File: src/source/dmacBusPkg.sv
// FIFO depth, bus and byte widths, SCSI cycle state codes and the FIFO word union
package dmacBusPkg;

    localparam int FIFO_DEPTH     = 4;                      // Longwords
    localparam int WORD_W         = 32;
    localparam int BYTE_W         = 8;
    localparam int BYTES_PER_WORD = WORD_W / BYTE_W;
    localparam int PTR_W          = $clog2(FIFO_DEPTH);
    localparam int BPTR_W         = $clog2(BYTES_PER_WORD);
    localparam int WC_W           = 16;                     // Word counter width

    // SCSI port cycle states
    localparam logic [1:0] ST_IDLE    = 2'd0;
    localparam logic [1:0] ST_STROBE  = 2'd1;
    localparam logic [1:0] ST_RECOVER = 2'd2;

    // Memory side uses the longword, SCSI side the bytes
    // Byte 3 is bits 31:24 and goes first on the port
    typedef union packed {
        logic [WORD_W-1:0]                    word;
        logic [BYTES_PER_WORD-1:0][BYTE_W-1:0] bytes;
    } fifoWordT;

endpackage

File: src/source/dmacRegPkg.sv
// Register map offsets, CNTR bit positions and ISTR bit positions
package dmacRegPkg;

    localparam int APB_AW = 5;      // APB byte address width

    // Register byte offsets
    localparam logic [APB_AW-1:0] REG_CNTR  = 5'h00;
    localparam logic [APB_AW-1:0] REG_ACR   = 5'h04;
    localparam logic [APB_AW-1:0] REG_WTC   = 5'h08;
    localparam logic [APB_AW-1:0] REG_STDMA = 5'h0C;
    localparam logic [APB_AW-1:0] REG_SPDMA = 5'h10;
    localparam logic [APB_AW-1:0] REG_ISTR  = 5'h14;

    // CNTR fields
    localparam int CNTR_W     = 2;
    localparam int CNTR_DIR   = 0;  // 0 SCSI to memory, 1 memory to SCSI
    localparam int CNTR_INTEN = 1;

    // ISTR fields
    localparam int ISTR_INT   = 0;
    localparam int ISTR_BUSY  = 1;
    localparam int ISTR_EMPTY = 2;
    localparam int ISTR_FULL  = 3;

endpackage

File: src/source/dmacIfs.sv
// FIFO port interface and DMA control interface with their modports
interface fifoPortIf;
    import dmacBusPkg::*;

    logic              push;         // Longword from memory reads
    fifoWordT          pushWord;
    logic              pop;          // Longword for memory writes
    fifoWordT          popWord;
    logic [BYTE_W-1:0] byteIn;       // Byte from the SCSI port
    logic              byteInValid;
    logic [BYTE_W-1:0] byteOut;      // Byte to the SCSI port
    logic              byteOutTake;
    logic              full;
    logic              empty;
    logic              clear;

    modport fifo (
        input  push, pushWord, pop, byteIn, byteInValid, byteOutTake, clear,
        output popWord, byteOut, full, empty
    );
    modport memSide (output push, pushWord, pop, input popWord, full, empty);
    modport scsiSide (output byteIn, byteInValid, byteOutTake, input byteOut, full, empty);
endinterface

interface dmaCtrlIf;
    import dmacBusPkg::*;

    logic              start;        // One cycle pulses
    logic              stop;
    logic              dir;
    logic [WORD_W-1:0] startAddr;
    logic [WC_W-1:0]   wordCount;
    logic              active;
    logic              done;

    modport regs (output start, stop, dir, startAddr, wordCount, active, input done);
    modport master (input start, dir, startAddr, wordCount, active, output done);
    modport scsi (input start, dir, wordCount, active);
endinterface

File: src/source/dmacFifo.sv
// Four longword ring FIFO with a byte pointer for SCSI side packing and unpacking
module dmacFifo (
    input logic     SCLK,
    input logic     reset_i,
    fifoPortIf.fifo fp
);
    import dmacBusPkg::*;

    fifoWordT          mem [FIFO_DEPTH];
    logic [PTR_W-1:0]  wrPtr;
    logic [PTR_W-1:0]  rdPtr;
    logic [PTR_W:0]    count;
    logic [BPTR_W-1:0] bytePtr;        // Counts 3 down to 0
    logic              lastByte;
    logic              wordIn;
    logic              wordOut;

    assign lastByte = (bytePtr == '0);
    assign wordIn   = fp.push || (fp.byteInValid && lastByte);   // Commit a packed word
    assign wordOut  = fp.pop || (fp.byteOutTake && lastByte);    // Free an unpacked word

    always_ff @(posedge SCLK) begin
        if (reset_i || fp.clear) begin
            wrPtr   <= '0;
            rdPtr   <= '0;
            count   <= '0;
            bytePtr <= BPTR_W'(BYTES_PER_WORD - 1);
        end else begin
            if (wordIn) begin
                wrPtr <= wrPtr + 1'b1;
            end
            if (wordOut) begin
                rdPtr <= rdPtr + 1'b1;
            end
            if (wordIn && !wordOut) begin
                count <= count + 1'b1;
            end else if (wordOut && !wordIn) begin
                count <= count - 1'b1;
            end
            if (fp.byteInValid || fp.byteOutTake) begin
                bytePtr <= bytePtr - 1'b1;                       // Wraps from 0 back to 3
            end
        end
    end

    // Bytes are staged in place in the entry at the write pointer
    always_ff @(posedge SCLK) begin
        if (fp.push) begin
            mem[wrPtr] <= fp.pushWord;
        end else if (fp.byteInValid) begin
            mem[wrPtr].bytes[bytePtr] <= fp.byteIn;
        end
    end

    assign fp.popWord = mem[rdPtr];
    assign fp.byteOut = mem[rdPtr].bytes[bytePtr];
    assign fp.full    = (count == (PTR_W + 1)'(FIFO_DEPTH));
    assign fp.empty   = (count == '0);

    noWriteWhenFull: assert property (@(posedge SCLK) disable iff (reset_i || fp.clear)
        (fp.push || fp.byteInValid) |-> !fp.full) else $error("FIFO write while full");

    noReadWhenEmpty: assert property (@(posedge SCLK) disable iff (reset_i || fp.clear)
        (fp.pop || fp.byteOutTake) |-> !fp.empty) else $error("FIFO read while empty");

endmodule

File: src/source/dmacRegisters.sv
// APB register file with CNTR, ACR, WTC and ISTR, start and stop pulses, interrupt logic
module dmacRegisters (
    input  logic                          SCLK,
    input  logic                          reset_i,
    input  logic [dmacRegPkg::APB_AW-1:0] paddr_i,
    input  logic                          psel_i,
    input  logic                          penable_i,
    input  logic                          pwrite_i,
    input  logic [dmacBusPkg::WORD_W-1:0] pwdata_i,
    output logic [dmacBusPkg::WORD_W-1:0] prdata_o,
    output logic                          int_o,
    dmaCtrlIf.regs                        ctrl,
    input  logic                          fifoEmpty_i,
    input  logic                          fifoFull_i
);
    import dmacRegPkg::*;
    import dmacBusPkg::*;

    logic [CNTR_W-1:0] cntr;
    logic [WORD_W-1:0] acr;
    logic [WC_W-1:0]   wtc;
    logic              intFlag;
    logic              active;
    logic              wrEn;

    assign wrEn       = psel_i && penable_i && pwrite_i;   // Access phase write
    assign ctrl.start = wrEn && (paddr_i == REG_STDMA);
    assign ctrl.stop  = wrEn && (paddr_i == REG_SPDMA);

    always_ff @(posedge SCLK) begin
        if (reset_i) begin
            cntr <= '0;
        end else if (wrEn && (paddr_i == REG_CNTR)) begin
            cntr <= pwdata_i[CNTR_W-1:0];
        end
    end

    always_ff @(posedge SCLK) begin
        if (wrEn && (paddr_i == REG_ACR)) begin
            acr <= pwdata_i;
        end
        if (wrEn && (paddr_i == REG_WTC)) begin
            wtc <= pwdata_i[WC_W-1:0];
        end
    end

    // Transfer status and interrupt latch
    always_ff @(posedge SCLK) begin
        if (reset_i) begin
            active  <= 1'b0;
            intFlag <= 1'b0;
        end else begin
            if (ctrl.start) begin
                active <= 1'b1;
            end else if (ctrl.done || ctrl.stop) begin
                active <= 1'b0;
            end
            if (ctrl.start || ctrl.stop) begin
                intFlag <= 1'b0;                           // Acknowledged by the next command
            end else if (ctrl.done) begin
                intFlag <= 1'b1;
            end
        end
    end

    assign ctrl.active    = active;
    assign ctrl.dir       = cntr[CNTR_DIR];
    assign ctrl.startAddr = acr;
    assign ctrl.wordCount = wtc;
    assign int_o          = intFlag && cntr[CNTR_INTEN];

    always_comb begin
        prdata_o = '0;
        case (paddr_i)
            REG_CNTR: prdata_o[CNTR_W-1:0] = cntr;
            REG_ACR:  prdata_o = acr;
            REG_WTC:  prdata_o[WC_W-1:0] = wtc;
            REG_ISTR: begin
                prdata_o[ISTR_INT]   = intFlag;
                prdata_o[ISTR_BUSY]  = active;
                prdata_o[ISTR_EMPTY] = fifoEmpty_i;
                prdata_o[ISTR_FULL]  = fifoFull_i;
            end
            default: ;                                     // STDMA and SPDMA read as zero
        endcase
    end

    startStopExclusive: assert property (@(posedge SCLK) disable iff (reset_i)
        !(ctrl.start && ctrl.stop)) else $error("start and stop in one cycle");

endmodule

File: src/source/dmacTop.sv
// DMA controller top level with register block, FIFO, SCSI port FSM and memory master
module dmacTop (
    input  logic                          SCLK,
    input  logic                          reset_i,
    // APB slave
    input  logic [dmacRegPkg::APB_AW-1:0] paddr_i,
    input  logic                          psel_i,
    input  logic                          penable_i,
    input  logic                          pwrite_i,
    input  logic [dmacBusPkg::WORD_W-1:0] pwdata_i,
    output logic [dmacBusPkg::WORD_W-1:0] prdata_o,
    // Memory bus
    output logic                          memReq_o,
    output logic                          memWe_o,
    output logic [dmacBusPkg::WORD_W-1:0] memAddr_o,
    output logic [dmacBusPkg::WORD_W-1:0] memWdata_o,
    input  logic [dmacBusPkg::WORD_W-1:0] memRdata_i,
    input  logic                          memAck_i,
    // SCSI peripheral port
    input  logic                          dreq_i,
    output logic                          dack_o,
    output logic                          ior_o,
    output logic                          iow_o,
    input  logic [dmacBusPkg::BYTE_W-1:0] pdIn_i,
    output logic [dmacBusPkg::BYTE_W-1:0] pdOut_o,
    output logic                          int_o
);

    fifoPortIf fifoBus ();
    dmaCtrlIf  ctrlBus ();

    assign fifoBus.clear = ctrlBus.start;   // Each transfer starts with an empty FIFO

    dmacRegisters uRegisters (
        .SCLK        (SCLK         ),
        .reset_i     (reset_i      ),
        .paddr_i     (paddr_i      ),
        .psel_i      (psel_i       ),
        .penable_i   (penable_i    ),
        .pwrite_i    (pwrite_i     ),
        .pwdata_i    (pwdata_i     ),
        .prdata_o    (prdata_o     ),
        .int_o       (int_o        ),
        .ctrl        (ctrlBus.regs ),
        .fifoEmpty_i (fifoBus.empty),
        .fifoFull_i  (fifoBus.full )
    );

    dmacFifo uFifo (.SCLK(SCLK), .reset_i(reset_i), .fp(fifoBus.fifo));

    scsiPortSm uScsiSm (
        .SCLK    (SCLK            ),
        .reset_i (reset_i         ),
        .dreq_i  (dreq_i          ),
        .pdIn_i  (pdIn_i          ),
        .pdOut_o (pdOut_o         ),
        .dack_o  (dack_o          ),
        .ior_o   (ior_o           ),
        .iow_o   (iow_o           ),
        .ctrl    (ctrlBus.scsi    ),
        .fp      (fifoBus.scsiSide)
    );

    memBusMaster uMaster (
        .SCLK       (SCLK           ),
        .reset_i    (reset_i        ),
        .memReq_o   (memReq_o       ),
        .memWe_o    (memWe_o        ),
        .memAddr_o  (memAddr_o      ),
        .memWdata_o (memWdata_o     ),
        .memRdata_i (memRdata_i     ),
        .memAck_i   (memAck_i       ),
        .ctrl       (ctrlBus.master ),
        .fp         (fifoBus.memSide)
    );

endmodule

File: src/source/memBusMaster.sv
// Memory bus master with address and word counters and transfer completion
module memBusMaster (
    input  logic                          SCLK,
    input  logic                          reset_i,
    output logic                          memReq_o,
    output logic                          memWe_o,
    output logic [dmacBusPkg::WORD_W-1:0] memAddr_o,
    output logic [dmacBusPkg::WORD_W-1:0] memWdata_o,
    input  logic [dmacBusPkg::WORD_W-1:0] memRdata_i,
    input  logic                          memAck_i,
    dmaCtrlIf.master                      ctrl,
    fifoPortIf.memSide                    fp
);
    import dmacBusPkg::*;

    logic [WORD_W-1:0] addrQ;          // Address of the next longword
    logic [WC_W-1:0]   wordsLeft;
    logic              issue;
    logic              ackNow;

    assign ackNow = memReq_o && memAck_i;
    assign issue  = ctrl.active && !ctrl.start && !memReq_o && (wordsLeft != '0) &&
                    (ctrl.dir ? !fp.full : !fp.empty);

    always_ff @(posedge SCLK) begin
        if (reset_i) begin
            memReq_o  <= 1'b0;
            memWe_o   <= 1'b0;
            wordsLeft <= '0;
        end else begin
            if (ctrl.start) begin
                wordsLeft <= ctrl.wordCount;
            end else if (ackNow) begin
                wordsLeft <= wordsLeft - 1'b1;
            end
            if (memReq_o) begin
                memReq_o <= !memAck_i;                  // Held until acknowledged
            end else if (issue) begin
                memReq_o <= 1'b1;
                memWe_o  <= !ctrl.dir;
            end
        end
    end

    always_ff @(posedge SCLK) begin
        if (ctrl.start) begin
            addrQ <= ctrl.startAddr;
        end else if (ackNow) begin
            addrQ <= addrQ + WORD_W'(BYTES_PER_WORD);
        end
        if (issue) begin
            memAddr_o  <= addrQ;
            memWdata_o <= fp.popWord.word;
        end
    end

    assign fp.pop      = issue && !ctrl.dir;            // Word leaves as the write starts
    assign fp.push     = ackNow && !memWe_o && !ctrl.start;
    assign fp.pushWord = fifoWordT'(memRdata_i);

    // Writes end on the last ack, reads when the port has drained the FIFO
    assign ctrl.done = ctrl.active && !ctrl.start &&
                       (ctrl.dir ? (!memReq_o && (wordsLeft == '0) && fp.empty)
                                 : (ackNow && (wordsLeft == WC_W'(1))));

    addrStable: assert property (@(posedge SCLK) disable iff (reset_i)
        (memReq_o && !memAck_i) |=> $stable(memAddr_o) && memReq_o)
        else $error("memory request changed before ack");

endmodule

File: src/source/scsiPortSm.sv
// SCSI DREQ/DACK byte transfer FSM with IOR and IOW strobes
module scsiPortSm (
    input  logic                          SCLK,
    input  logic                          reset_i,
    input  logic                          dreq_i,
    input  logic [dmacBusPkg::BYTE_W-1:0] pdIn_i,
    output logic [dmacBusPkg::BYTE_W-1:0] pdOut_o,
    output logic                          dack_o,
    output logic                          ior_o,
    output logic                          iow_o,
    dmaCtrlIf.scsi                        ctrl,
    fifoPortIf.scsiSide                   fp
);
    import dmacBusPkg::*;

    logic [1:0]      state;
    logic            phase;            // Second strobe cycle when set
    logic [WC_W+1:0] bytesLeft;
    logic            canMove;
    logic            lastStrobe;

    assign canMove    = ctrl.dir ? !fp.empty : !fp.full;
    assign lastStrobe = (state == ST_STROBE) && phase;

    always_ff @(posedge SCLK) begin
        if (reset_i) begin
            state     <= ST_IDLE;
            phase     <= 1'b0;
            bytesLeft <= '0;
        end else begin
            if (ctrl.start) begin
                bytesLeft <= {ctrl.wordCount, 2'b00};   // Four bytes per longword
            end else if (lastStrobe) begin
                bytesLeft <= bytesLeft - 1'b1;
            end
            case (state)
                ST_IDLE: begin
                    phase <= 1'b0;
                    if (dreq_i && ctrl.active && !ctrl.start && canMove &&
                        (bytesLeft != '0)) begin
                        state <= ST_STROBE;
                    end
                end
                ST_STROBE: begin
                    phase <= !phase;
                    if (phase) begin
                        state <= ST_RECOVER;
                    end
                end
                ST_RECOVER: state <= ST_IDLE;           // Idle gap between bytes
                default:    state <= ST_IDLE;
            endcase
        end
    end

    // Head byte is captured on entry and held across the strobe
    always_ff @(posedge SCLK) begin
        if (state == ST_IDLE) begin
            pdOut_o <= fp.byteOut;
        end
    end

    assign dack_o = (state == ST_STROBE);
    assign ior_o  = dack_o && !ctrl.dir;
    assign iow_o  = dack_o && ctrl.dir;

    assign fp.byteIn      = pdIn_i;                     // Taken at the end of the second cycle
    assign fp.byteInValid = lastStrobe && !ctrl.dir;
    assign fp.byteOutTake = lastStrobe && ctrl.dir;

    noDualStrobe: assert property (@(posedge SCLK) disable iff (reset_i)
        !(ior_o && iow_o)) else $error("IOR and IOW high together");

    // Strobe lasts exactly two cycles
    strobeLength: assert property (@(posedge SCLK) disable iff (reset_i)
        $rose(dack_o) |=> dack_o ##1 !dack_o) else $error("DACK strobe length");

endmodule

File: config.mk
export PLATFORM = sky130hd
export DESIGN_NAME = dmacTop
export DESIGN_NICKNAME = d
export VERILOG_FILES = /design/src/source/dmacBusPkg.sv /design/src/source/dmacRegPkg.sv /design/src/source/dmacIfs.sv /design/src/source/dmacFifo.sv /design/src/source/dmacRegisters.sv /design/src/source/dmacTop.sv /design/src/source/memBusMaster.sv /design/src/source/scsiPortSm.sv
export SDC_FILE = /design/constraint.sdc
export NUM_CORES = 1
export LEC_CHECK = 0
export BUFFER_PORTS_ARGS = -buffer_cell sky130_fd_sc_hd__buf_2
export CAP_MARGIN = 10
export CORE_MARGIN = 3
export CORE_UTILIZATION = 30
export DETAILED_ROUTE_END_ITERATION = 16
export GPL_ROUTABILITY_DRIVEN = 1
export GPL_TIMING_DRIVEN = 0
export SLEW_MARGIN = 10
export SYNTH_ARGS = -nofsm -noshare
export SYNTH_HDL_FRONTEND = slang
export SYNTH_SLANG_ARGS = --single-unit
File: constraint.sdc
create_clock -name SCLK -period 6.7 [get_ports SCLK]
set_clock_uncertainty 0.05 [all_clocks]
set_input_delay 0.335 -clock SCLK [delete_from_list [all_inputs] [get_ports SCLK]]
set_output_delay 0.335 -clock SCLK [all_outputs]
set_load 0.03 [all_outputs]
==> key figures <==
Yosys
  • Mapped Area: roughly 0.014 mm²
  • Yosys reg bits: roughly 330
  • Syn_nets: 1,004
  • Mean Syn Cell Area: around 15 µm²
  • Area contributors post-synth: edfxtp_1 (61%), dfxtp_1 (7.8%), mux4_2 (6.5%), mux2_2 (2.6%), xnor2_1 (2.3%)
  • Synth top cells by count: edfxtp_1 (280), nand2_1 (65), dfxtp_1 (54)
  • Async SR Flop Fraction: 0%
  • Cell variety after synth: 63
  • Post-synth top area share: between 60% and 70%
  • EDFF count, synth: 280
  • Sequential area share after synthesis: about two thirds
  • Area leader, netlist: edfxtp_1
  • Gate Count Post-Synth: about 910
  • Syn. warnings: 0
  • Ys flop type: edfxtp_1
  • Most frequent cell after synthesis: edfxtp_1

Floorplanning
  • Die Width: between 200 and 250 µm
  • Die Span Y: 221 µm
  • Core ar.: roughly 0.045 mm²
  • Die Footprint: between 0.04 and 0.05 mm²
  • # IOs: about 190
  • Rows: 78
  • Initial Util: about 30%

Finish
  • Layout area overhead: 24.3%
  • Finished Core Util: a little under two fifths
  • Register area: 0.00949 mm²
  • Share of cells above drive strength 1: between 30% and 40%
  • Final nets: 1,281
  • # fillers: about 4,300
  • Multi-input logic area: between 0.004 and 0.005 mm²

Critical path
  • Crit-path cells: or4_1 > buf_6 > nor4_1 > nor4_1 > a31oi_1 > ha_1 > inv_1 > fa_1 > xor2_1 > nor2_1 > xnor2_1 > nor2_1
  • CP Capture Type: flop
  • CP arrival: 3880 ps
  • Worst R2R End: uFifo.count[2]$_SDFFE_PP0P_
  • CP max stage delay: 560 ps
  • CP top delay family: simple AND/OR/NAND/NOR gates
  • Buf/Inv on CP: 2
  • Worst path required time: between 7000 and 8000 ps
  • Origin of the critical flop-to-flop path: uMaster.wordsLeft[2]$_SDFFE_PP0N_
  • R2R cell count: 12
  • Crit path kind: reg2reg
  • Critical Path Start: uMaster.wordsLeft[2]$_SDFFE_PP0N_
  • Critical Path Start Type: flop
  • R2r setup slk: ~3200 ps
  • Slowest CP cell: or4_1
  • Worst-path maximum fanout: 8

Hold path
  • Worst hold start: reset_i
  • Hold Crit Depth: 3
  • Hold/Removal Path Class: in2reg
  • WHS Endpoint: uFifo.rdPtr[0]$_SDFFE_PP0N_

Clock network
  • CTS tree: yes
  • CTS root buffer: clkbuf_16
  • Post-CTS setup buffers: 0
  • CTS Hold Bufs: 32
  • Sink Count: about 330
  • Clock transition at path regs: approximately 60 ps
  • Post-cts resize count: 0
  • Num CTS Buffers: 38
  • Max clock buf depth: 3
  • Clk_lat worst skew: ~540 ps
  • CTS H-tree lvls: 2

Timing
  • Fmax: ~0.29 GHz
  • PnR worst setup slack: between 3000 and 4000 ps
  • Rel. slew slack: around a quarter
  • Final period utilization: a little over half
  • Final hold violations: 0
  • Unrepaired setup endpoints after global routing: no
  • Fin crit period: approximately 3500 ps
  • Slew at the pin closest to its max-slew limit: between 1000 and 1500 ps
  • Slew Limit Fails: 0
  • Final setup vio count: 0

Status
  • Status: completed

Drt
  • Routed Antenna Nets: 0
  • DR vias/cell: between 4 and 5
  • Total routed wirelength: between 30,000 and 40,000 µm
  • First DRT Iteration DRCs: 690
  • Detailed-route DRC error count: 0
  • WL/cell: approximately 20 µm
  • Vias post-DR: 8,721
  • Drt pass-1 iters: 5

Power
  • Leakage: about 0.006 µW
  • Peak VDD IR: 0.190 mV
  • Power Density: about 250 mW/mm²
  • Total power: approximately 4300 µW

GRT
  • Tot GR Track Use: 14.6%
  • First-pass GRT wire length: around 55,000 µm
  • Initial antenna violation count: 2
  • Pin count of the biggest net entering global routing: 31
  • Total grt overflow: 0
  • Vias in the first global route: approximately 9,000

Place
  • Worst slack at placement: around 3100 ps
  • HPWL Detailed: ~27,000 µm
  • Port bufs: about 190
  • Gpl congestion: between 0.8 and 0.9

Job
  • Maxcap violations: 0
==> metal layers <==
layer,routed length (µm),vias up,global-route usage (%)
met4,817,0,4.13
met1,15900,4352,19.3
li1,-,4014,-
met3,2300,51,3.50
met5,0,-,0
met2,17300,304,23.9
==> cells by family after synthesis <==
| logic type | after synthesis | synth area share [%] |
|---|---|---|
| buffers and inverters | 54 | 1.84 |
| AND/OR/NAND/NOR | 245 | 9.58 |
| XOR/XNOR | 63 | 3.98 |
| AO/OA/AOI/OAI | 116 | 5.18 |
| flip-flops | 334 | 68.4 |
| multiplexers | 80 | 9.67 |
| adder cells (fa/ha/maj) | 14 | 1.32 |
==> report_power, final <==
| part | total [µW] | internal [µW] | switching (µW) |
|---|---|---|---|
| sequential | 2240 | 2240 | 1.97 |
| clock | 1990 | 1170 | 818 |
| combinational | 111 | 50.3 | 60.8 |
==> worst reg2reg max path: stages, from the launching register on <==
cell	delay [ps]
dfxtp_1	350
or4_1	560
buf_6	160
nor4_1	560
nor4_1	210
a31oi_1	380
ha_1	260
inv_1	60
fa_1	370
xor2_1	150
nor2_1	120
xnor2_1	130
nor2_1	50
==> cell usage in the layout, fill, tap and decap left out, types with 4 or more instances in the layout <==
master         instances
or3_1                  5
inv_1                 18
buf_4                  5
dfxtp_1               54
a21oi_1               40
and3_1                 4
edfxtp_1             280
a22o_1                12
mux2i_1                8
clkbuf_16             42
xor2_1                27
mux2_2                32
or4_1                  4
nand4_1                9
nor2_4                 4
clkinv_2               7
nor3_1                13
clkbuf_1              27
nor4_2                 4
buf_2                199
nand3_1               22
clkbuf_8               5
ha_1                  13
mux4_2                40
buf_6                  9
nor4_1                 8
o21bai_1              15
nor2_1                40
clkinv_1               6
xnor2_1               36
nand2_1               64
o21ai_0               33
and2_1                38
nor3_2                 4
dlygate4sd3_1         32
==> through the flow <==
stage	instances	cell area [µm²]	setup TNS, ps	hold slack (ps)
4_1_cts	1810	17200	0	60.5
2_1_floorplan	906	13900	0	350
6_report	1811	17200	0	91.8
3_5_place_dp	1711	15700	0	357
5_1_grt	1811	17200	0	92.9
3_3_place_gp	1699	15600	-210430	358
==> state kept, by name (all words and copies together), names as in the netlist, 3 cells and up, named ones only <==
name,flops
uFifo.mem,128
uMaster.memWdata_o,32
uScsiSm.bytesLeft,18
uFifo.count,3
uMaster.memAddr_o,32
uMaster.addrQ,32
uScsiSm.pdOut_o,8
uRegisters.ctrl.startAddr,32
uMaster.wordsLeft,16
uRegisters.ctrl.wordCount,16
==> cell type report <==
cell class	instances	share of cell area, %
sequential	334	55.0
multi-input combinational	518	24.1
timing repair buffer	237	8.10
clock buffer	52	6.52
tap	600	4.35
buffer	35	1.07
clock inverter	15	0.443
inverter	19	0.414
antenna	1	0.0145
==> worst max-delay path by stage <==
stage	endpoint	depth (start not counted)
4_1_cts	uFifo.count[2]$_SDFFE_PP0P_	12
3_5_place_dp	uFifo.count[2]$_SDFFE_PP0P_	14
3_3_place_gp	uMaster.memWdata_o[10]$_DFFE_PN_	7
2_1_floorplan	uMaster.memAddr_o[0]$_DFFE_PN_	6
6_report	uFifo.count[2]$_SDFFE_PP0P_	12
5_1_grt	uFifo.count[2]$_SDFFE_PP0P_	12
(Power assumes the default switching activity.)
